**config.mk**
```make
export PLATFORM = sky130hd
export DESIGN_NAME = eth_tx_dma
export DESIGN_NICKNAME = d
export VERILOG_FILES = /design/src/common/eth_dma_pkg.sv /design/src/common/burst_buf_if.sv /design/src/common/tx_desc_if.sv /design/src/eth_tx_dma.sv /design/src/tx_dma/tx_stream_out.sv /design/src/tx_dma/tx_burst_fetch.sv /design/src/csr_decode.sv
export SDC_FILE = /design/constraint.sdc
export NUM_CORES = 2
export LEC_CHECK = 0
export ABC_AREA = 1
export BUFFER_PORTS_ARGS = -buffer_cell sky130_fd_sc_hd__buf_4
export CAP_MARGIN = 0
export CORE_MARGIN = 3
export CORE_UTILIZATION = 55
export CTS_BUF_LIST = sky130_fd_sc_hd__clkbuf_4 sky130_fd_sc_hd__clkbuf_8
export DETAILED_ROUTE_END_ITERATION = 10
export MAX_ROUTING_LAYER = met4
export PLACE_DENSITY = 0.71
export RECOVER_POWER = 50
export SYNTH_ARGS = -nofsm -noshare
export SYNTH_HDL_FRONTEND = slang
export SYNTH_HIERARCHICAL = 1
export SYNTH_SLANG_ARGS = --single-unit
export TNS_END_PERCENT = 20
```
**constraint.sdc**
```tcl
create_clock -name clock -period 16.6 [get_ports clock]
set_input_delay 1.66 -clock clock [delete_from_list [all_inputs] [get_ports clock]]
set_output_delay 1.66 -clock clock [all_outputs]
set_load 0.02 [all_outputs]
```
**src/common/eth_dma_pkg.sv**
```systemverilog
package eth_dma_pkg;

    // Datapath sizes
    localparam int ADDR_BITS  = 32;
    localparam int DATA_BITS  = 32;
    localparam int WORD_BYTES = 4;
    localparam int WORD_LOG2  = 2;
    localparam int BURST_LOG2 = 4;
    localparam int MIN_BURST  = 8;
    localparam int PTR_BITS   = 4;
    localparam int SIZE_BITS  = 14;

    // Control region offsets
    localparam logic [9:0] REG_STATUS     = 10'h004;
    localparam logic [9:0] REG_INT_ENABLE = 10'h008;
    localparam logic [9:0] REG_INT_STATUS = 10'h00C;
    localparam logic [9:0] REG_TX_INP     = 10'h018;
    localparam logic [9:0] REG_TX_OUT     = 10'h01C;
    localparam logic [9:0] REG_CONTROL    = 10'h020;
    localparam logic [9:0] REG_CONFIG     = 10'h02C;

    localparam logic [1:0] REGION_CTRL    = 2'd0;
    localparam logic [1:0] REGION_TX_DESC = 2'd3;

    // Field offsets inside one descriptor slot
    localparam logic [3:0] DESC_ADDR = 4'h0;
    localparam logic [3:0] DESC_SIZE = 4'h4;

    typedef struct packed {
        logic [1:0] region;
        logic [9:0] offset;
    } csr_ctrl_t;

    // Whatever is left between region and packet number is ignored
    typedef struct packed {
        logic [1:0]              region;
        logic [5-PTR_BITS:0]     unused;
        logic [PTR_BITS-1:0]     pkt;
        logic [3:0]              field;
    } csr_desc_t;

    typedef union packed {
        csr_ctrl_t ctrl;
        csr_desc_t desc;
    } csr_addr_t;

    typedef logic [ADDR_BITS-1:0]  addr_t;
    typedef logic [SIZE_BITS-1:0]  size_t;
    typedef logic [DATA_BITS-1:0]  word_t;
    typedef logic [PTR_BITS-1:0]   ptr_t;
    typedef logic [BURST_LOG2-1:0] bptr_t;

endpackage
```
**src/common/burst_buf_if.sv**
```systemverilog
interface burst_buf_if;
    import eth_dma_pkg::*;

    // Head of the burst ring
    word_t              word;
    logic               valid;
    logic               last_word;
    // 1 to 4 bytes valid in the final word
    logic [WORD_LOG2:0] last_bytes;

    // Back from the serializer
    logic               pop;
    logic               sent;

    modport fill (
        output word, valid, last_word, last_bytes,
        input  pop, sent
    );

    modport drain (
        input  word, valid, last_word, last_bytes,
        output pop, sent
    );

endinterface

```
**src/common/tx_desc_if.sv**
```systemverilog
interface tx_desc_if;
    import eth_dma_pkg::*;

    // Descriptor of the packet in service
    logic  start;
    addr_t addr;
    size_t size;

    // Engine status back to the registers
    logic  done;
    logic  rd_cyc;
    logic  rd_err;

    modport regs (
        output start, addr, size,
        input  done, rd_cyc, rd_err
    );

    modport engine (
        input  start, addr, size,
        output done, rd_cyc, rd_err
    );

endinterface

```
**src/eth_tx_dma.sv**
```systemverilog
module eth_tx_dma (
    input  logic               clock,
    input  logic               reset,
    input  logic [11:0]        s_axi_awaddr_i,
    input  logic               s_axi_awvalid_i,
    output logic               s_axi_awready_o,
    input  logic [31:0]        s_axi_wdata_i,
    input  logic               s_axi_wvalid_i,
    output logic               s_axi_wready_o,
    output logic [1:0]         s_axi_bresp_o,
    output logic               s_axi_bvalid_o,
    input  logic               s_axi_bready_i,
    input  logic [11:0]        s_axi_araddr_i,
    input  logic               s_axi_arvalid_i,
    output logic               s_axi_arready_o,
    output logic [31:0]        s_axi_rdata_o,
    output logic [1:0]         s_axi_rresp_o,
    output logic               s_axi_rvalid_o,
    input  logic               s_axi_rready_i,
    output eth_dma_pkg::addr_t m_axi_araddr_o,
    output logic [7:0]         m_axi_arlen_o,
    output logic               m_axi_arvalid_o,
    input  logic               m_axi_arready_i,
    input  eth_dma_pkg::word_t m_axi_rdata_i,
    input  logic [1:0]         m_axi_rresp_i,
    input  logic               m_axi_rlast_i,
    input  logic               m_axi_rvalid_i,
    output logic               m_axi_rready_o,
    output logic [7:0]         tx_axis_tdata_o,
    output logic               tx_axis_tvalid_o,
    input  logic               tx_axis_tready_i,
    output logic               tx_axis_tlast_o,
    output logic               interrupt_o
);

    tx_desc_if   desc ();
    burst_buf_if burst_buf ();

    // Decode stage
    csr_decode csr_decode_i (
        .clock            (clock),
        .reset            (reset),
        .s_axi_awaddr_i   (s_axi_awaddr_i),
        .s_axi_awvalid_i  (s_axi_awvalid_i),
        .s_axi_awready_o  (s_axi_awready_o),
        .s_axi_wdata_i    (s_axi_wdata_i),
        .s_axi_wvalid_i   (s_axi_wvalid_i),
        .s_axi_wready_o   (s_axi_wready_o),
        .s_axi_bresp_o    (s_axi_bresp_o),
        .s_axi_bvalid_o   (s_axi_bvalid_o),
        .s_axi_bready_i   (s_axi_bready_i),
        .s_axi_araddr_i   (s_axi_araddr_i),
        .s_axi_arvalid_i  (s_axi_arvalid_i),
        .s_axi_arready_o  (s_axi_arready_o),
        .s_axi_rdata_o    (s_axi_rdata_o),
        .s_axi_rresp_o    (s_axi_rresp_o),
        .s_axi_rvalid_o   (s_axi_rvalid_o),
        .s_axi_rready_i   (s_axi_rready_i),
        .tx_axis_tready_i (tx_axis_tready_i),
        .desc             (desc.regs),
        .interrupt_o      (interrupt_o)
    );

    // Execute stage
    tx_burst_fetch tx_burst_fetch_i (
        .clock           (clock),
        .reset           (reset),
        .m_axi_araddr_o  (m_axi_araddr_o),
        .m_axi_arlen_o   (m_axi_arlen_o),
        .m_axi_arvalid_o (m_axi_arvalid_o),
        .m_axi_arready_i (m_axi_arready_i),
        .m_axi_rdata_i   (m_axi_rdata_i),
        .m_axi_rresp_i   (m_axi_rresp_i),
        .m_axi_rlast_i   (m_axi_rlast_i),
        .m_axi_rvalid_i  (m_axi_rvalid_i),
        .m_axi_rready_o  (m_axi_rready_o),
        .desc            (desc.engine),
        .burst_buf       (burst_buf.fill)
    );

    // Result stage
    tx_stream_out tx_stream_out_i (
        .clock            (clock),
        .reset            (reset),
        .tx_axis_tdata_o  (tx_axis_tdata_o),
        .tx_axis_tvalid_o (tx_axis_tvalid_o),
        .tx_axis_tlast_o  (tx_axis_tlast_o),
        .tx_axis_tready_i (tx_axis_tready_i),
        .burst_buf        (burst_buf.drain)
    );

endmodule

```
**src/tx_dma/tx_stream_out.sv**
```systemverilog
module tx_stream_out (
    input  logic       clock,
    input  logic       reset,
    output logic [7:0] tx_axis_tdata_o,
    output logic       tx_axis_tvalid_o,
    output logic       tx_axis_tlast_o,
    input  logic       tx_axis_tready_i,
    burst_buf_if.drain burst_buf
);
    import eth_dma_pkg::*;

    logic [WORD_LOG2-1:0] byte_offs;
    logic                 final_byte;
    logic                 word_end;
    logic                 xfer;

    // Last valid byte of the final word
    assign final_byte = burst_buf.last_word
                     && ({1'b0, byte_offs} == burst_buf.last_bytes - (WORD_LOG2+1)'(1));
    assign word_end   = final_byte || (byte_offs == '1);
    assign xfer       = burst_buf.valid && tx_axis_tready_i;

    // Least significant byte goes out first
    assign tx_axis_tdata_o  = burst_buf.word[8*byte_offs +: 8];
    assign tx_axis_tvalid_o = burst_buf.valid;
    assign tx_axis_tlast_o  = final_byte;

    assign burst_buf.pop  = xfer && word_end;
    assign burst_buf.sent = xfer && final_byte;

    always_ff @(posedge clock) begin
        if (reset) begin
            byte_offs <= '0;
        end else if (xfer) begin
            if (word_end) begin
                byte_offs <= '0;
            end else begin
                byte_offs <= byte_offs + 1'b1;
            end
        end
    end

endmodule

```
**src/tx_dma/tx_burst_fetch.sv**
```systemverilog
module tx_burst_fetch (
    input  logic               clock,
    input  logic               reset,
    output eth_dma_pkg::addr_t m_axi_araddr_o,
    output logic [7:0]         m_axi_arlen_o,
    output logic               m_axi_arvalid_o,
    input  logic               m_axi_arready_i,
    input  eth_dma_pkg::word_t m_axi_rdata_i,
    input  logic [1:0]         m_axi_rresp_i,
    input  logic               m_axi_rlast_i,
    input  logic               m_axi_rvalid_i,
    output logic               m_axi_rready_o,
    tx_desc_if.engine          desc,
    burst_buf_if.fill          burst_buf
);
    import eth_dma_pkg::*;

    localparam int ROOM_BITS = 12 - WORD_LOG2;

    word_t              ring [2**BURST_LOG2];
    bptr_t              inp;
    bptr_t              outp;
    bptr_t              free;
    bptr_t              burst_m1;
    bptr_t              clip_m1;
    logic [ROOM_BITS-1:0] room_4k_m1;
    logic               room_ok;
    logic               beat;

    logic               loaded;
    logic               fetch_stop;
    logic               sent_seen;
    logic               rd_cyc;
    logic               rd_err;
    addr_t              pkt_addr;
    size_t              word_left;
    logic [WORD_LOG2:0] last_bytes;

    // One slot stays empty so that full and empty differ
    assign free = outp - inp - bptr_t'(1);
    assign beat = rd_cyc && m_axi_rvalid_i;

    assign room_ok = (word_left >= size_t'(MIN_BURST)) ? (free >= bptr_t'(MIN_BURST))
                                                       : (free != '0);
    assign burst_m1 = (word_left >= size_t'(free)) ? free - bptr_t'(1)
                                                   : bptr_t'(word_left) - bptr_t'(1);

    // Words left in this 4 KB page, minus one
    assign room_4k_m1 = ~pkt_addr[11:WORD_LOG2];
    assign clip_m1 = (room_4k_m1 >= ROOM_BITS'(burst_m1)) ? burst_m1 : bptr_t'(room_4k_m1);

    assign m_axi_rready_o = rd_cyc;

    assign desc.done   = fetch_stop && sent_seen;
    assign desc.rd_cyc = rd_cyc;
    assign desc.rd_err = rd_err;

    assign burst_buf.word       = ring[outp];
    assign burst_buf.valid      = inp != outp;
    assign burst_buf.last_word  = fetch_stop && (outp + bptr_t'(1) == inp);
    assign burst_buf.last_bytes = last_bytes;

    always_ff @(posedge clock) begin
        if (beat) ring[inp] <= m_axi_rdata_i;
    end

    always_ff @(posedge clock) begin
        if (reset) begin
            loaded          <= 1'b0;
            fetch_stop      <= 1'b0;
            sent_seen       <= 1'b0;
            rd_cyc          <= 1'b0;
            rd_err          <= 1'b0;
            m_axi_arvalid_o <= 1'b0;
            inp             <= '0;
            outp            <= '0;
        end else if (!desc.start) begin
            loaded     <= 1'b0;
            fetch_stop <= 1'b0;
            sent_seen  <= 1'b0;
            inp        <= '0;
            outp       <= '0;
        end else if (!loaded) begin
            loaded     <= 1'b1;
            rd_err     <= 1'b0;
            pkt_addr   <= {desc.addr[ADDR_BITS-1:WORD_LOG2], {WORD_LOG2{1'b0}}};
            word_left  <= size_t'(desc.size[SIZE_BITS-1:WORD_LOG2])
                        + size_t'(|desc.size[WORD_LOG2-1:0]);
            last_bytes <= (desc.size[WORD_LOG2-1:0] == '0) ? (WORD_LOG2+1)'(WORD_BYTES)
                                                          : {1'b0, desc.size[WORD_LOG2-1:0]};
        end else begin
            if (burst_buf.pop) outp <= outp + bptr_t'(1);
            if (burst_buf.sent) sent_seen <= 1'b1;
            if (rd_cyc) begin
                if (m_axi_arvalid_o && m_axi_arready_i) m_axi_arvalid_o <= 1'b0;
                if (beat) begin
                    inp       <= inp + bptr_t'(1);
                    pkt_addr  <= pkt_addr + ADDR_BITS'(WORD_BYTES);
                    word_left <= word_left - size_t'(1);
                    if (word_left == size_t'(1)) fetch_stop <= 1'b1;
                    if (m_axi_rlast_i) rd_cyc <= 1'b0;
                    if (m_axi_rresp_i != 2'b00) rd_err <= 1'b1;
                end
            end else if (!fetch_stop && room_ok) begin
                rd_cyc          <= 1'b1;
                m_axi_arvalid_o <= 1'b1;
                m_axi_araddr_o  <= pkt_addr;
                m_axi_arlen_o   <= 8'(clip_m1);
            end
        end
    end

endmodule

```
**src/csr_decode.sv**
```systemverilog
module csr_decode (
    input  logic        clock,
    input  logic        reset,
    input  logic [11:0] s_axi_awaddr_i,
    input  logic        s_axi_awvalid_i,
    output logic        s_axi_awready_o,
    input  logic [31:0] s_axi_wdata_i,
    input  logic        s_axi_wvalid_i,
    output logic        s_axi_wready_o,
    output logic [1:0]  s_axi_bresp_o,
    output logic        s_axi_bvalid_o,
    input  logic        s_axi_bready_i,
    input  logic [11:0] s_axi_araddr_i,
    input  logic        s_axi_arvalid_i,
    output logic        s_axi_arready_o,
    output logic [31:0] s_axi_rdata_o,
    output logic [1:0]  s_axi_rresp_o,
    output logic        s_axi_rvalid_o,
    input  logic        s_axi_rready_i,
    input  logic        tx_axis_tready_i,
    tx_desc_if.regs     desc,
    output logic        interrupt_o
);
    import eth_dma_pkg::*;

    csr_addr_t   rd_addr;
    csr_addr_t   wr_addr;
    logic [31:0] wr_data;
    logic [31:0] rd_data;
    logic        aw_held;
    logic        w_held;
    logic        wr_fire;

    logic        int_enable;
    logic        tx_int;
    logic        tx_enable;
    logic        start;
    ptr_t        tx_inp;
    ptr_t        tx_out;
    addr_t       tx_addr [2**PTR_BITS];
    size_t       tx_size [2**PTR_BITS];

    assign rd_addr = s_axi_araddr_i;
    assign wr_fire = aw_held && w_held && !s_axi_bvalid_o;

    assign s_axi_arready_o = !s_axi_rvalid_o;
    assign s_axi_awready_o = !aw_held && !s_axi_bvalid_o;
    assign s_axi_wready_o  = !w_held && !s_axi_bvalid_o;
    assign s_axi_rresp_o   = 2'b00;
    assign s_axi_bresp_o   = 2'b00;

    assign desc.start  = start;
    assign desc.addr   = tx_addr[tx_out];
    assign desc.size   = tx_size[tx_out];
    assign interrupt_o = int_enable && tx_int;

    always_comb begin
        rd_data = '0;
        if (rd_addr.ctrl.region == REGION_CTRL) begin
            case (rd_addr.ctrl.offset)
                REG_STATUS: begin
                    rd_data[1] = start;
                    rd_data[4] = desc.rd_cyc;
                    rd_data[5] = desc.rd_err;
                end
                REG_INT_ENABLE: rd_data[0] = int_enable;
                REG_INT_STATUS: rd_data[0] = tx_int;
                REG_TX_INP:     rd_data[PTR_BITS-1:0] = tx_inp;
                REG_TX_OUT:     rd_data[PTR_BITS-1:0] = tx_out;
                REG_CONTROL:    rd_data[1] = tx_enable;
                REG_CONFIG: begin
                    rd_data[7:4] = 4'(PTR_BITS);
                    rd_data[3:0] = 4'(BURST_LOG2);
                end
                default: ;
            endcase
        end else if (rd_addr.desc.region == REGION_TX_DESC) begin
            case (rd_addr.desc.field)
                DESC_ADDR: rd_data = tx_addr[rd_addr.desc.pkt];
                DESC_SIZE: rd_data[SIZE_BITS-1:0] = tx_size[rd_addr.desc.pkt];
                default: ;
            endcase
        end
    end

    // Descriptor ring storage
    always_ff @(posedge clock) begin
        if (wr_fire && wr_addr.desc.region == REGION_TX_DESC) begin
            case (wr_addr.desc.field)
                DESC_ADDR: tx_addr[wr_addr.desc.pkt] <= wr_data;
                DESC_SIZE: tx_size[wr_addr.desc.pkt] <= wr_data[SIZE_BITS-1:0];
                default: ;
            endcase
        end
    end

    always_ff @(posedge clock) begin
        if (reset) begin
            s_axi_rvalid_o <= 1'b0;
            s_axi_bvalid_o <= 1'b0;
            aw_held        <= 1'b0;
            w_held         <= 1'b0;
            int_enable     <= 1'b0;
            tx_int         <= 1'b0;
            tx_enable      <= 1'b0;
            start          <= 1'b0;
            tx_inp         <= '0;
            tx_out         <= '0;
        end else begin
            if (s_axi_rvalid_o) begin
                if (s_axi_rready_i) s_axi_rvalid_o <= 1'b0;
            end else if (s_axi_arvalid_i) begin
                s_axi_rdata_o  <= rd_data;
                s_axi_rvalid_o <= 1'b1;
            end
            if (s_axi_awvalid_i && s_axi_awready_o) begin
                wr_addr <= s_axi_awaddr_i;
                aw_held <= 1'b1;
            end
            if (s_axi_wvalid_i && s_axi_wready_o) begin
                wr_data <= s_axi_wdata_i;
                w_held  <= 1'b1;
            end
            if (s_axi_bvalid_o && s_axi_bready_i) begin
                s_axi_bvalid_o <= 1'b0;
            end else if (wr_fire) begin
                s_axi_bvalid_o <= 1'b1;
                aw_held        <= 1'b0;
                w_held         <= 1'b0;
                if (wr_addr.ctrl.region == REGION_CTRL) begin
                    case (wr_addr.ctrl.offset)
                        REG_INT_ENABLE: int_enable <= wr_data[0];
                        REG_INT_STATUS: tx_int <= wr_data[0];
                        REG_TX_INP:     tx_inp <= wr_data[PTR_BITS-1:0];
                        // Consumer index only moves by hand while stopped
                        REG_TX_OUT:     if (!tx_enable) tx_out <= wr_data[PTR_BITS-1:0];
                        REG_CONTROL:    tx_enable <= wr_data[1];
                        default: ;
                    endcase
                end
            end
            // Packet sequencing
            if (tx_enable && !start && !desc.done && tx_inp != tx_out && tx_axis_tready_i) begin
                start <= 1'b1;
            end else if (start && desc.done) begin
                start  <= 1'b0;
                tx_out <= tx_out + ptr_t'(1);
                tx_int <= 1'b1;
            end
        end
    end

endmodule

```
==> impl_metrics.ini <==
[run_status]
status = finished with violations
violations = max-capacitance violations, max-slew violations

[drt]
ant_nets = 0
dr.pass1.iters = 6
via_per_inst = 6.05
drt_iter0_drc = 7134
wire_per_inst_um = 23.9
drc_errors = 0
vias = 48800
wirelength_mm = 192

[sta]
fmax_mhz = 91.6
clock_skew_ns = 0.0532
finalHoldViolations = 0
worstMarginPinSlew_ns = 8.75
hold_slack_ns = 0.479
period_needed_ns = 10.91
rsz0062_at_grt = false
layout_setup_ws_ns = 5.69
slew-limit-headroom_pct = -484
finalSetupViolCount = 0
slew_violations = 536
fin_tns_setup_ns = 0
fin_crit_sh_pct = 65.8

[clocking]
cts_hold_buf = 0
cts-root-buf = clkbuf_8
numCtsBuffers = 224
cts_resized = 0
cts_tree = done
h-tree-depth = 4
clock_sinks = 1441
path_clk_slew_ns = 0.06
clock_path_buffers = 3
clk_latency_ns = 0.94
cts_setup_buffers = 0

[worst_setup_path]
cp-startpoint = csr_decode_i/tx_out[0]$_SDFF_PP0_
crit_path_start_kind = flop
cp-end-kind = flop
crit_fanout = 177
critPathRequiredTime_ns = 17.24
rr_endpoint = tx_burst_fetch_i/word_left[11]$_DFFE_PP_
path_class = flop to flop
arrival_ns = 11.56
worstReg2RegStart = csr_decode_i/tx_out[0]$_SDFF_PP0_
rr_worst_depth = 11
crit_path_end = tx_burst_fetch_i/word_left[11]$_DFFE_PP_
reg2reg_slack_ns = 5.69

[synthesis]
synth.avg_cell_area_um2 = 10.7
syn_area_um2 = 66100
yosysWarningCount = 6
synthCells = 6148

[placement]
io_buffers = 184
dp_hpwl_mm = 105
placed_cell_area_um2 = 68600
gp_congestion = 0.916
dp_slack_ns = 10.83
dp.cells = 7629

[grt]
grt_pass1_vias = 45900
grt_max_degree = 222
gr-total-overflow = 0
antenna_found_initial = 10
track_usage_pct = 31.2
grt_pass1_wl_mm = 284

[floorplan]
dieArea_um2 = 124000
die_w_um = 353
initial_utilization_pct = 55.7
io_pins = 195
core_um2 = 119000
rows = 126
die_h_um = 353

[finish]
final_nets = 6382
n_fill_cell = 9486
layoutNonFillerInstCount = 8053
design_area_um2 = 72900
layout-drive-gt1-share_pct = 11.1
area_delta_synth_final_pct = 10.4
utilization_pct = 61.5

[flow_run]
drv_cap = 13

[power_and_ir_drop]
ir_drop_uv = 88.2
leakage_nw = 26.4
power_mw = 7.25
p_per_area_nw_per_um2 = 99.4

[worst_hold_path]
min_path_type = flop to flop
hp-start = tx_burst_fetch_i/pkt_addr[31]$_DFFE_PP_
[worst min path at each step]
stage | endpoint | slack (ns) | cells past startpoint
global route | tx_burst_fetch_i/m_axi_araddr_o[31]$_DFFE_PP_ | 0.50 | 0
detailed placement | tx_burst_fetch_i/m_axi_araddr_o[31]$_DFFE_PP_ | 0.46 | 0
global placement | tx_burst_fetch_i/sent_seen$_SDFFE_PP0P_ | 0.45 | 2
floorplan | tx_burst_fetch_i/sent_seen$_SDFFE_PP0P_ | 0.44 | 2
CTS | tx_burst_fetch_i/m_axi_araddr_o[31]$_DFFE_PP_ | 0.48 | 0
finish | tx_burst_fetch_i/m_axi_araddr_o[31]$_DFFE_PP_ | 0.48 | 0
[sequential cells by signal, indices dropped and copies added, names as in the netlist, 2 cells and up, named ones only]
signal,flops
csr_decode_i/tx_addr,512
tx_burst_fetch_i/ring,512
csr_decode_i/tx_size,224
csr_decode_i/s_axi_rdata_o,32
csr_decode_i/wr_data,32
tx_burst_fetch_i/m_axi_araddr_o,30
tx_burst_fetch_i/pkt_addr,30
tx_burst_fetch_i/word_left,14
csr_decode_i/wr_addr,12
csr_decode_i/tx_inp,4
csr_decode_i/tx_out,4
tx_burst_fetch_i/inp,4
tx_burst_fetch_i/m_axi_arlen_o,4
tx_burst_fetch_i/outp,4
tx_burst_fetch_i/burst_buf.last_bytes,3
tx_stream_out_i/byte_offs,2
[layer usage]
| layer | track usage, % | share of wire [%] |
|---|---|---|
| met1 | 43.1 | 39 |
| met2 | 45.0 | 44 |
| met3 | 6.67 | 13 |
| met4 | 13.1 | 3.9 |
| met5 | - | 0 |
[worst max-delay path, cell delays in order (launching register included)]
cell and delay (ns):
dfxtp_1 1.33, clkbuf_1 6.17, buf_4 1.58, nor2_1 0.13, o211ai_1 0.23, nand3_1 0.13, nand2_1 0.28, inv_1 0.12
nor3_1 0.22, nand2_1 0.12, o21ai_0 0.19, o22ai_1 0.09
[cell type report]
cell class | instances | area [um^2] | share of cell area, %
Antenna cell | 11 | 27.5 | 0.0377
Clock buffer | 302 | 3720 | 5.11
Clock inverter | 111 | 813 | 1.11
Inverter | 564 | 2140 | 2.93
Multi-Input combinational cell | 3740 | 19400 | 26.5
Sequential cell | 1441 | 42900 | 58.9
Tap cell | 1600 | 2000 | 2.74
Timing Repair Buffer | 284 | 1950 | 2.68
[where the power goes]
| group | total, mW | leakage (nW) | internal, mW | switching (mW) |
|---|---|---|---|---|
| combinational | 0.215 | 11.0 | 0.0558 | 0.159 |
| clock | 3.02 | 2.42 | 1.63 | 1.40 |
| sequential | 4.01 | 13.0 | 3.99 | 0.0231 |
| total | 7.25 | 26.4 | 5.67 | 1.58 |
[cells in the final DEF, fill, tap and decap left out, types with 11 or more instances in the layout]
master        n
inv_1       542
xnor2_1      15
a21oi_2      34
a21oi_1     318
clkinv_2     38
o211ai_1    342
inv_2        14
nand2_1    1235
nand3_1     419
clkinv_1     58
edfxtp_1   1405
nor2_1      345
xor2_1       27
o21ai_0     504
dfxtp_1      30
clkbuf_1     54
nor3_1       13
mux2i_1     129
o221ai_1     23
ha_1         25
clkbuf_8    233
bufinv_16    11
diode_2      11
nand4_1      34
nor2_4       42
o21ai_1     150
clkbuf_4    103
buf_4       193
o22ai_1      11
No activity file was read; power rests on OpenSTA's default activity.
